===== src/rtl/ctrl_pkg.sv =====
// Controller types, joystick bit map, PS/2 scan codes and keypad line codes
package ctrl_pkg;

    // ========================================================================
    // Sizes and types
    // ========================================================================

    localparam int NUM_PLAYERS = 2;          // Two controller ports

    // One PS/2 key event from the host
    typedef struct packed {
        logic       strobe;                  // Valid for one cycle
        logic       pressed;                 // 1 make, 0 break
        logic       extended;                // E0 prefix seen
        logic [7:0] code;                    // Set 2 scan code
    } key_event_t;

    typedef logic [31:0] joy_word_t;         // Host joystick word, bits 19:0 used

    // Bit positions inside a host joystick word
    localparam int JOY_RIGHT  = 0;
    localparam int JOY_LEFT   = 1;
    localparam int JOY_DOWN   = 2;
    localparam int JOY_UP     = 3;
    localparam int JOY_FIRE1  = 4;
    localparam int JOY_FIRE2  = 5;
    localparam int JOY_STAR   = 6;
    localparam int JOY_NUMBER = 7;
    localparam int JOY_DIGIT0 = 8;           // Digits 0..9 on bits 8..17
    localparam int JOY_PURPLE = 18;
    localparam int JOY_BLUE   = 19;

    // Requests of one player, active high
    typedef struct packed {
        logic [9:0] digit;                   // Index is the digit value
        logic       star;
        logic       number;
        logic       purple;
        logic       blue;
        logic       up;
        logic       down;
        logic       left;
        logic       right;
        logic       fire1;
        logic       fire2;
    } keypad_vec_t;

    // Port lines of one player, active low
    typedef struct packed {
        logic [3:0] line_n;
        logic       button_n;
    } port_out_t;

    // ========================================================================
    // PS/2 set 2 scan codes
    // ========================================================================

    // Main row digits
    localparam logic [7:0] SC_MAIN_1 = 8'h16;
    localparam logic [7:0] SC_MAIN_2 = 8'h1E;
    localparam logic [7:0] SC_MAIN_3 = 8'h26;
    localparam logic [7:0] SC_MAIN_4 = 8'h25;
    localparam logic [7:0] SC_MAIN_5 = 8'h2E;
    localparam logic [7:0] SC_MAIN_6 = 8'h36;
    localparam logic [7:0] SC_MAIN_7 = 8'h3D;
    localparam logic [7:0] SC_MAIN_8 = 8'h3E;
    localparam logic [7:0] SC_MAIN_9 = 8'h46;
    localparam logic [7:0] SC_MAIN_0 = 8'h45;

    // Numeric pad digits
    localparam logic [7:0] SC_PAD_1 = 8'h69;
    localparam logic [7:0] SC_PAD_2 = 8'h72;
    localparam logic [7:0] SC_PAD_3 = 8'h7A;
    localparam logic [7:0] SC_PAD_4 = 8'h6B;
    localparam logic [7:0] SC_PAD_5 = 8'h73;
    localparam logic [7:0] SC_PAD_6 = 8'h74;
    localparam logic [7:0] SC_PAD_7 = 8'h6C;
    localparam logic [7:0] SC_PAD_8 = 8'h75;
    localparam logic [7:0] SC_PAD_9 = 8'h7D;
    localparam logic [7:0] SC_PAD_0 = 8'h70;

    localparam logic [7:0] SC_STAR      = 8'h7C;
    localparam logic [7:0] SC_PAD_MINUS = 8'h7B;   // Stands in for number
    localparam logic [7:0] SC_LSHIFT    = 8'h12;
    localparam logic [7:0] SC_RSHIFT    = 8'h59;

    // ========================================================================
    // Keypad line codes seen by the console
    // ========================================================================

    localparam logic [3:0] KEY_0      = 4'b0011;
    localparam logic [3:0] KEY_1      = 4'b1110;
    localparam logic [3:0] KEY_2      = 4'b1101;
    localparam logic [3:0] KEY_3      = 4'b0110;
    localparam logic [3:0] KEY_4      = 4'b0001;
    localparam logic [3:0] KEY_5      = 4'b1001;
    localparam logic [3:0] KEY_6      = 4'b0111;
    localparam logic [3:0] KEY_7      = 4'b1100;
    localparam logic [3:0] KEY_8      = 4'b1000;
    localparam logic [3:0] KEY_9      = 4'b1011;
    localparam logic [3:0] KEY_STAR   = 4'b1010;
    localparam logic [3:0] KEY_NUMBER = 4'b0101;
    localparam logic [3:0] KEY_PURPLE = 4'b0100;
    localparam logic [3:0] KEY_BLUE   = 4'b0010;
    localparam logic [3:0] KEY_NONE   = 4'b1111;

endpackage


===== src/rtl/ps2_keypad_tracker.sv =====
// PS/2 key event tracker holding the pressed state of the emulated keypad keys
`timescale 1ns/100ps

module ps2_keypad_tracker
    import ctrl_pkg::*;
(
    input  logic        clk_sys,
    input  logic        rst_n_i,
    input  key_event_t  key_event_i,
    output keypad_vec_t kbd_vec_o
);

    logic [9:0] digit_q;                     // One bit per digit key
    logic       star_q;
    logic       minus_q;
    logic       shift_q;                     // Either shift key

    // ========================================================================
    // Key state registers
    // ========================================================================

    // Extended flag is not decoded, E0 variants fold onto the plain keys
    always_ff @(posedge clk_sys or negedge rst_n_i) begin
        if (!rst_n_i) begin
            digit_q <= '0;
            star_q  <= 1'b0;
            minus_q <= 1'b0;
            shift_q <= 1'b0;
        end else if (key_event_i.strobe) begin
            case (key_event_i.code)
                SC_MAIN_0, SC_PAD_0: digit_q[0] <= key_event_i.pressed;
                SC_MAIN_1, SC_PAD_1: digit_q[1] <= key_event_i.pressed;
                SC_MAIN_2, SC_PAD_2: digit_q[2] <= key_event_i.pressed;
                SC_MAIN_3, SC_PAD_3: digit_q[3] <= key_event_i.pressed;
                SC_MAIN_4, SC_PAD_4: digit_q[4] <= key_event_i.pressed;
                SC_MAIN_5, SC_PAD_5: digit_q[5] <= key_event_i.pressed;
                SC_MAIN_6, SC_PAD_6: digit_q[6] <= key_event_i.pressed;
                SC_MAIN_7, SC_PAD_7: digit_q[7] <= key_event_i.pressed;
                SC_MAIN_8, SC_PAD_8: digit_q[8] <= key_event_i.pressed;
                SC_MAIN_9, SC_PAD_9: digit_q[9] <= key_event_i.pressed;
                SC_STAR:             star_q     <= key_event_i.pressed;
                SC_PAD_MINUS:        minus_q    <= key_event_i.pressed;
                SC_LSHIFT, SC_RSHIFT: begin
                    shift_q <= key_event_i.pressed;    // Last shift event wins
                end
                default: ;                             // Other keys ignored
            endcase
        end
    end

    // ========================================================================
    // Keypad vector
    // ========================================================================

    always_comb begin
        kbd_vec_o        = '0;               // Directions and fire never set here
        kbd_vec_o.digit  = digit_q;
        // Shift+8 and shift+3 follow the US layout for * and #
        kbd_vec_o.star   = star_q  | (shift_q & digit_q[8]);
        kbd_vec_o.number = minus_q | (shift_q & digit_q[3]);
    end

endmodule


===== src/rtl/joystick_mapper.sv =====
// Host joystick registers, player swap and reorder into keypad vectors
`timescale 1ns/100ps

module joystick_mapper
    import ctrl_pkg::*;
(
    input  logic        clk_sys,
    input  logic        rst_n_i,
    input  joy_word_t   joy0_i,
    input  joy_word_t   joy1_i,
    input  logic        swap_i,
    output keypad_vec_t joy_vec_o [NUM_PLAYERS]
);

    joy_word_t joy0_q;
    joy_word_t joy1_q;
    logic      swap_q;

    // Host word bit order into keypad fields
    function automatic keypad_vec_t map_word(joy_word_t w);
        keypad_vec_t v;
        v        = '0;
        v.digit  = w[JOY_DIGIT0 +: 10];
        v.star   = w[JOY_STAR];
        v.number = w[JOY_NUMBER];
        v.purple = w[JOY_PURPLE];
        v.blue   = w[JOY_BLUE];
        v.up     = w[JOY_UP];
        v.down   = w[JOY_DOWN];
        v.left   = w[JOY_LEFT];
        v.right  = w[JOY_RIGHT];
        v.fire1  = w[JOY_FIRE1];
        v.fire2  = w[JOY_FIRE2];
        return v;
    endfunction

    always_ff @(posedge clk_sys or negedge rst_n_i) begin
        if (!rst_n_i) begin
            joy0_q <= '0;
            joy1_q <= '0;
            swap_q <= 1'b0;
        end else begin
            joy0_q <= joy0_i;
            joy1_q <= joy1_i;
            swap_q <= swap_i;
        end
    end

    // Entry 0 is player 1
    assign joy_vec_o[0] = map_word(swap_q ? joy1_q : joy0_q);
    assign joy_vec_o[1] = map_word(swap_q ? joy0_q : joy1_q);

endmodule


===== src/rtl/controller_port_encoder.sv =====
// Keyboard and joystick merge with keypad and direction encoding per port
`timescale 1ns/100ps

module controller_port_encoder
    import ctrl_pkg::*;
(
    input  keypad_vec_t             kbd_vec_i,
    input  keypad_vec_t             joy_vec_i [NUM_PLAYERS],
    input  logic [NUM_PLAYERS-1:0]  keypad_sel_n_i,   // Low selects keypad side
    input  logic [NUM_PLAYERS-1:0]  joy_sel_n_i,      // Low selects stick side
    output port_out_t               port_o [NUM_PLAYERS]
);

    // ========================================================================
    // Keypad priority encoder
    // ========================================================================

    // Lowest priority is assigned first so later matches override it.
    // Final order is digit 0, digits 1..9, star, number, purple, blue.
    function automatic logic [3:0] keypad_code(keypad_vec_t v);
        logic [3:0] code;
        code = KEY_NONE;
        if (v.blue)     code = KEY_BLUE;
        if (v.purple)   code = KEY_PURPLE;
        if (v.number)   code = KEY_NUMBER;
        if (v.star)     code = KEY_STAR;
        if (v.digit[9]) code = KEY_9;
        if (v.digit[8]) code = KEY_8;
        if (v.digit[7]) code = KEY_7;
        if (v.digit[6]) code = KEY_6;
        if (v.digit[5]) code = KEY_5;
        if (v.digit[4]) code = KEY_4;
        if (v.digit[3]) code = KEY_3;
        if (v.digit[2]) code = KEY_2;
        if (v.digit[1]) code = KEY_1;
        if (v.digit[0]) code = KEY_0;
        return code;
    endfunction

    // ========================================================================
    // Per player port lines
    // ========================================================================

    for (genvar p = 0; p < NUM_PLAYERS; p++) begin : g_player
        keypad_vec_t merged;
        logic [3:0]  pad_line_n;
        logic [3:0]  joy_line_n;
        logic        pad_button_n;
        logic        joy_button_n;

        // Keyboard feeds every player
        assign merged = keypad_vec_t'(joy_vec_i[p] | kbd_vec_i);

        // Keypad side
        always_comb begin
            pad_line_n   = 4'b1111;
            pad_button_n = 1'b1;
            if (!keypad_sel_n_i[p]) begin
                pad_line_n   = keypad_code(merged);
                pad_button_n = ~merged.fire2;    // Right button
            end
        end

        // Direction side
        always_comb begin
            joy_line_n   = 4'b1111;
            joy_button_n = 1'b1;
            if (!joy_sel_n_i[p]) begin
                joy_line_n   = ~{merged.up, merged.down, merged.left, merged.right};
                joy_button_n = ~merged.fire1;    // Left button
            end
        end

        // Open collector style wired AND of both sides
        assign port_o[p].line_n   = pad_line_n & joy_line_n;
        assign port_o[p].button_n = pad_button_n & joy_button_n;
    end

endmodule


===== src/rtl/controller_input_top.sv =====
// Controller input top level with key tracker, joystick mapper and port encoder
`timescale 1ns/100ps

module controller_input_top
    import ctrl_pkg::*;
(
    input  logic                    clk_sys,
    input  logic                    rst_n_i,
    input  key_event_t              key_event_i,
    input  joy_word_t               joy0_i,
    input  joy_word_t               joy1_i,
    input  logic                    swap_i,          // Exchange players 1 and 2
    input  logic [NUM_PLAYERS-1:0]  keypad_sel_n_i,  // Console ctrl_p5 lines
    input  logic [NUM_PLAYERS-1:0]  joy_sel_n_i,     // Console ctrl_p8 lines
    output port_out_t               port_o [NUM_PLAYERS]
);

    keypad_vec_t kbd_vec;
    keypad_vec_t joy_vec [NUM_PLAYERS];

    // ========================================================================
    // Sources
    // ========================================================================

    ps2_keypad_tracker ps2_keypad_tracker_inst (
        .clk_sys     (clk_sys),
        .rst_n_i     (rst_n_i),
        .key_event_i (key_event_i),
        .kbd_vec_o   (kbd_vec)
    );

    joystick_mapper joystick_mapper_inst (
        .clk_sys   (clk_sys),
        .rst_n_i   (rst_n_i),
        .joy0_i    (joy0_i),
        .joy1_i    (joy1_i),
        .swap_i    (swap_i),
        .joy_vec_o (joy_vec)
    );

    // ========================================================================
    // Port lines
    // ========================================================================

    controller_port_encoder controller_port_encoder_inst (
        .kbd_vec_i      (kbd_vec),
        .joy_vec_i      (joy_vec),
        .keypad_sel_n_i (keypad_sel_n_i),
        .joy_sel_n_i    (joy_sel_n_i),
        .port_o         (port_o)
    );

endmodule


===== config.mk =====
export PLATFORM = sky130hd
export DESIGN_NAME = controller_input_top
export DESIGN_NICKNAME = d
export VERILOG_FILES = /design/src/rtl/ctrl_pkg.sv /design/src/rtl/ps2_keypad_tracker.sv /design/src/rtl/joystick_mapper.sv /design/src/rtl/controller_port_encoder.sv /design/src/rtl/controller_input_top.sv
export SDC_FILE = /design/constraint.sdc
export NUM_CORES = 1
export LEC_CHECK = 0
export BUFFER_PORTS_ARGS = -buffer_cell sky130_fd_sc_hd__buf_2
export CAP_MARGIN = 20
export CORE_ASPECT_RATIO = 1.1
export CORE_MARGIN = 5
export CORE_UTILIZATION = 46
export DETAILED_ROUTE_END_ITERATION = 6
export GPL_TIMING_DRIVEN = 0
export PLACE_DENSITY = 0.81
export SYNTH_ARGS = -nofsm -noshare
export SYNTH_HDL_FRONTEND = slang
export SYNTH_SLANG_ARGS = --single-unit

===== constraint.sdc =====
create_clock -name clk_sys -period 2 [get_ports clk_sys]
set_clock_uncertainty 0.15 [all_clocks]
set_input_delay 0.1 -clock clk_sys [delete_from_list [all_inputs] [get_ports clk_sys]]
set_output_delay 0.1 -clock clk_sys [all_outputs]
set_load 0.1 [all_outputs]

Word level (Yosys, flattened, before mapping). Cells that the tools add are included.

Flip-flop bits (word level): 54. Output and inout port bits: 10. Word-level logic and storage cells: 118.

Equal/unequal tests: 24. Multiplexer cells: 38. Bitwise gates (word level): 16. Reduce and logical (&&, ||, !) cells: 24.

Operators by type and width (number): 4-bit two-way mux (32); 8-bit by 7-bit == test with 1-bit output (second input constant) (15); 8-bit by 6-bit == test with 1-bit output (second input constant) (6); 20-bit two-way mux (2); 20-bit bitwise OR (2); 2-bit AND reduction (13); 8-bit by 5-bit == test with 1-bit output (second input constant) (3); 2-bit OR reduction (11); 4-bit bitwise AND (2); 4-bit NOT (2); 1-bit bitwise AND (4); 1-bit two-way mux (4); 1-bit NOT (4); 1-bit bitwise OR (2).

Depth between registers and ports, before layout.
Depth after elaboration: 19. Mapped depth: 8. Depth with buffers taken out: 5.

Hierarchy. From an unflattened synthesis, not the netlist that was laid out.

Cells, all modules: 284. Area, all modules: 3089.2 um^2.

Modules (own cells, without submodules): joystick_mapper (times used 1, cells each 85, area an instance 1521.5 um^2, seq. area each 1026.0 um^2); ps2_keypad_tracker (times used 1, cells each 105, area an instance 1011.0 um^2, seq. area each 325.3 um^2); controller_port_encoder (times used 1, cells each 94, area an instance 556.8 um^2, seq. area each 0.0 um^2).

Least setup slack after synthesis. OpenSTA, ideal clock, no wires.

Path type: register -> output. Start: reg joystick_mapper_inst.swap_q. End: out port_o[6] in the netlist's numbering. Arrival: 3737 ps. Data required time: 1750 ps. Slack: -1987 ps. Cell stages (with the launch flop): 7. Path buffers: 2. Cell sequence: dfrtp_1 > buf_6 > buf_4 > mux2_2 > nor4_1 > o31ai_1 > a221oi_1.

RTL lines: start: declaration (line joystick_mapper.sv:17) `logic swap_q;`; start signal: assignment (line joystick_mapper.sv:45) `swap_q <= swap_i;`; end: declaration (line controller_input_top.sv:15) `output port_out_t port_o [NUM_PLAYERS]`.

==> load_flow_metrics.sql <==
INSERT INTO impl_metrics (metric_group, metric, value, unit) VALUES
('status', 'result_of_the_run', 'finished with violations', ''),
('status', 'failed_checks', 'setup timing', ''),
('sta', 'rsz0062_at_grt', 'yes', ''),
('synthesis', 'number_of_enable_flip_flop_cells_after_synthesis', '0', ''),
('place', 'place.gp.congestion', '0.9379', ''),
('drt', 'routed_wire_length_per_instance', '21.75', 'um'),
('drt', 'vias', '2801', ''),
('cells_and_area', 'drive_gt1_share', '41.86', '%'),
('pwr', 'internal_dissipation', '1967', 'uW'),
('synthesis', 'ys.warnings.count', '0', ''),
('critical_path', 'kind_of_end_point_of_the_critical_path', 'output pin', ''),
('grt', 'grt_pass1_wl', '15.38', 'mm'),
('synthesis', 'synth.distinct_cells', '53', ''),
('synthesis', 'most_frequently_used_cell_type_in_the_post_synthesis_netlist', 'dfrtp_1', ''),
('place', 'io_buffer_count', '65', ''),
('critical_path', 'timing.critical_path.from_type', 'flop', ''),
('synthesis', 'synth_area_leaders', 'dfrtp_1, mux2_2, mux2i_1', ''),
('cells_and_area', 'fill_cells', '371', ''),
('synthesis', 'async_set_reset_flop_share_out_of_synthesis', '100.0', '%'),
('clocking', 'cts_tree', 'done', ''),
('grt', 'antenna_found_initial', '0', ''),
('clocking', 'clk_latency', '0.31', 'ns'),
('floorplan', 'die_width', '84.97', 'um'),
('place', 'dp_hpwl', '5.758', 'mm'),
('critical_path', 'criticalPathCategory', 'reg -> out', ''),
('drt', 'drc', '0', ''),
('place', 'dpl_cell_area', '3466', 'um2'),
('clocking', 'cts_buffers', '5', ''),
('sta', 'tightest_slew', '0.5143', 'ns'),
('drt', 'first_pass_iters', '4', ''),
('synthesis', 'synth_area_leader_cell', 'dfrtp_1', ''),
('clocking', 'ctsHtreeMaxLevel', '2', ''),
('pwr', 'p_per_area', '658.3', 'nW/um2'),
('drt', 'wirelength', '10.16', 'mm'),
('pwr', 'power.switching', '1018', 'uW'),
('sta', 'report.final.slew_viol_count', '0', ''),
('sta', 'timing.final.crit_period', '2.711', 'ns'),
('pwr', 'swShare', '34.12', '%'),
('hold_path', 'hp-class', 'in -> reg', ''),
('cells_and_area', 'finish.instance_area', '4534', 'um2'),
('grt', 'gr-usage-all-layers', '24.79', '%'),
('synthesis', 'post_synth_inst_count', '259', ''),
('floorplan', 'fp.dieArea', '7857', 'um2'),
('cells_and_area', 'instances_no_fill', '467', ''),
('grt', 'grt_start_max_net_pins', '55', ''),
('drt', 'starting_drt_drc_count', '248', ''),
('floorplan', 'start_util', '46.77', '%'),
('clocking', 'max_root_sink_buffers', '2', ''),
('sta', 'timing.max_slew.rel_slack', '65.64', '%'),
('synthesis', 'syn-mean-instance-area', '10.98', 'um2'),
('cells_and_area', 'layout-area-overhead-vs-synth', '59.44', '%'),
('critical_path', 'critical_path_maximum_fanout', '6', ''),
('pwr', 'power.share.clock', '26.1', '%'),
('floorplan', 'dieHeight', '92.47', 'um'),
('cells_and_area', 'diodes', '0', ''),
('sta', 'setup-tns-final', '-5.706', 'ns'),
('floorplan', 'pin_count', '92', ''),
('clocking', 'clkSinkCount', '54', ''),
('drt', 'vias_per_cell', '5.998', ''),
('sta', 'setup_viol', '10', ''),
('sta', 'final_critical_path_setup_slack', '-0.7110', 'ns'),
('grt', 'via_count_of_the_first_global_routing_pass', '2960', ''),
('pwr', 'power.leakage', '0.001902', 'uW'),
('synthesis', 'top_area_cell_type_share_of_the_netlist_area', '47.51', '%'),
('critical_path', 'worst-endpoint-arrival', '2.46', 'ns'),
('pwr', 'portion_of_total_power_attributed_to_combinational_logic', '32.4', '%'),
('synthesis', 'yosys_register_bits', '54', ''),
('run', 'maxCapViolCount', '0', ''),
('critical_path', 'worstPathRequired', '1.75', 'ns'),
('drt', 'drt.antenna.violating_nets', '0', ''),
('sta', 'max_freq', '0.3689', 'GHz');
==> layout make-up <==
| type | instances | area, um2 | share of cell area, % |
|---|---|---|---|
| multi-input combinational | 192 | 1826 | 40.26 |
| sequential | 54 | 1353 | 29.83 |
| timing repair buffer | 120 | 1012 | 22.32 |
| buffer | 12 | 123.9 | 2.732 |
| tap | 80 | 100.1 | 2.208 |
| clock buffer | 5 | 68.82 | 1.518 |
| clock inverter | 3 | 47.55 | 1.049 |
| inverter | 1 | 3.754 | 0.08278 |
==> critical path: stages (launching register included) <==
cell and delay, ns:
dfrtp_2 0.48, a21o_1 0.29, or4_4 0.58, a2111oi_4 0.23, o21ai_2 0.13, a31oi_4 0.23
buf_12 0.20
==> registers in the layout (all words and copies together) (netlist names) <==
signal                           cells
joystick_mapper_inst.joy0_q         20
joystick_mapper_inst.joy1_q         20
ps2_keypad_tracker_inst.minus_q      1
ps2_keypad_tracker_inst.shift_q      1
ps2_keypad_tracker_inst.digit_q     10
ps2_keypad_tracker_inst.star_q       1
joystick_mapper_inst.swap_q          1
==> repair_timing <==
item,CTS,global route
pin swaps,8,4
hold endpoints to repair,98,0
endpoints found under the setup margin,10,10
setup buffers,10,1
hold buffers,43,0
resized for setup,78,11
==> cell families (layout without fill, tap and decap cells) <==
group	count (synthesis)	in the layout	share of synthesized area, %
AOI/OAI and AO/OA	66	66	17.73
buffers and inverters	13	141	2.595
DFF	54	54	47.51
muxes	38	38	14.56
and+or+nand+nor	88	88	17.60
==> final timing paths <==
check	to	slack, ns	start	depth (start not counted)
max	port_o[3]	-0.71	ps2_keypad_tracker_inst.digit_q[8]	6
min	ps2_keypad_tracker_inst.digit_q[1]	0.005	key_event_i[7]	3
max reg2reg	ps2_keypad_tracker_inst.digit_q[0]	0.91	ps2_keypad_tracker_inst.digit_q[0]	1
min reg2reg	ps2_keypad_tracker_inst.star_q	0.41	ps2_keypad_tracker_inst.star_q	1
max in group asynchronous	ps2_keypad_tracker_inst.digit_q[8]	1.09	rst_n_i	3
min in group asynchronous	joystick_mapper_inst.joy0_q[2]	0.06	rst_n_i	2
==> power by group through the flow <==
stage	Sequential (uW)	Clock [uW]	Combinational, uW
finish	1240	780	969
global route	1240	824	1010
CTS	1220	759	907
detailed placement	1230	0	681
global placement	1230	0	670
floorplan	1220	0	512
==> routing by layer <==
layer,wire [um],share of wire [%],track usage [%],up-vias
met5,0,0,0,-
met2,5345,53,45.66,135
met3,545,5.4,3.203,35
met4,450,4.4,9.367,0
li1,-,-,-,1239
met1,3818,38,28.92,1392
==> layout by cell type, fill, tap and decap left out, types with 4 or more instances in the layout <==
master and n:
mux2_2 22, a211o_1 4, nor3b_1 6, nand4_1 4, nor3_1 5, mux2i_1 10, nor2_1 15, dlygate4sd3_1 43
clkbuf_8 5, clkbuf_1 4, o22ai_1 4, a211oi_2 5, buf_4 10, buf_6 4, a2111oi_4 4, dfrtp_1 53
nor2b_1 19, buf_12 13, a22oi_1 4, nand2_1 13, buf_2 56, nand3_1 6, a31oi_4 4
==> per-stage QoR <==
stage          total power [uW]  util, %  setup WS (ns)  hold WS, ns
6_report                   2985    74.57        -0.7110     0.005138
4_1_cts                    2888    72.94        -0.6851      0.01556
5_1_grt                    3079    74.57        -0.7643      0.02074
3_3_place_gp               1899    57.00        -0.7412      0.05820
2_1_floorplan              1727        -        -0.5188      -0.3456
3_5_place_dp               1913    57.00        -0.7976      0.05932
No activity file was read; power rests on OpenSTA's default activity.
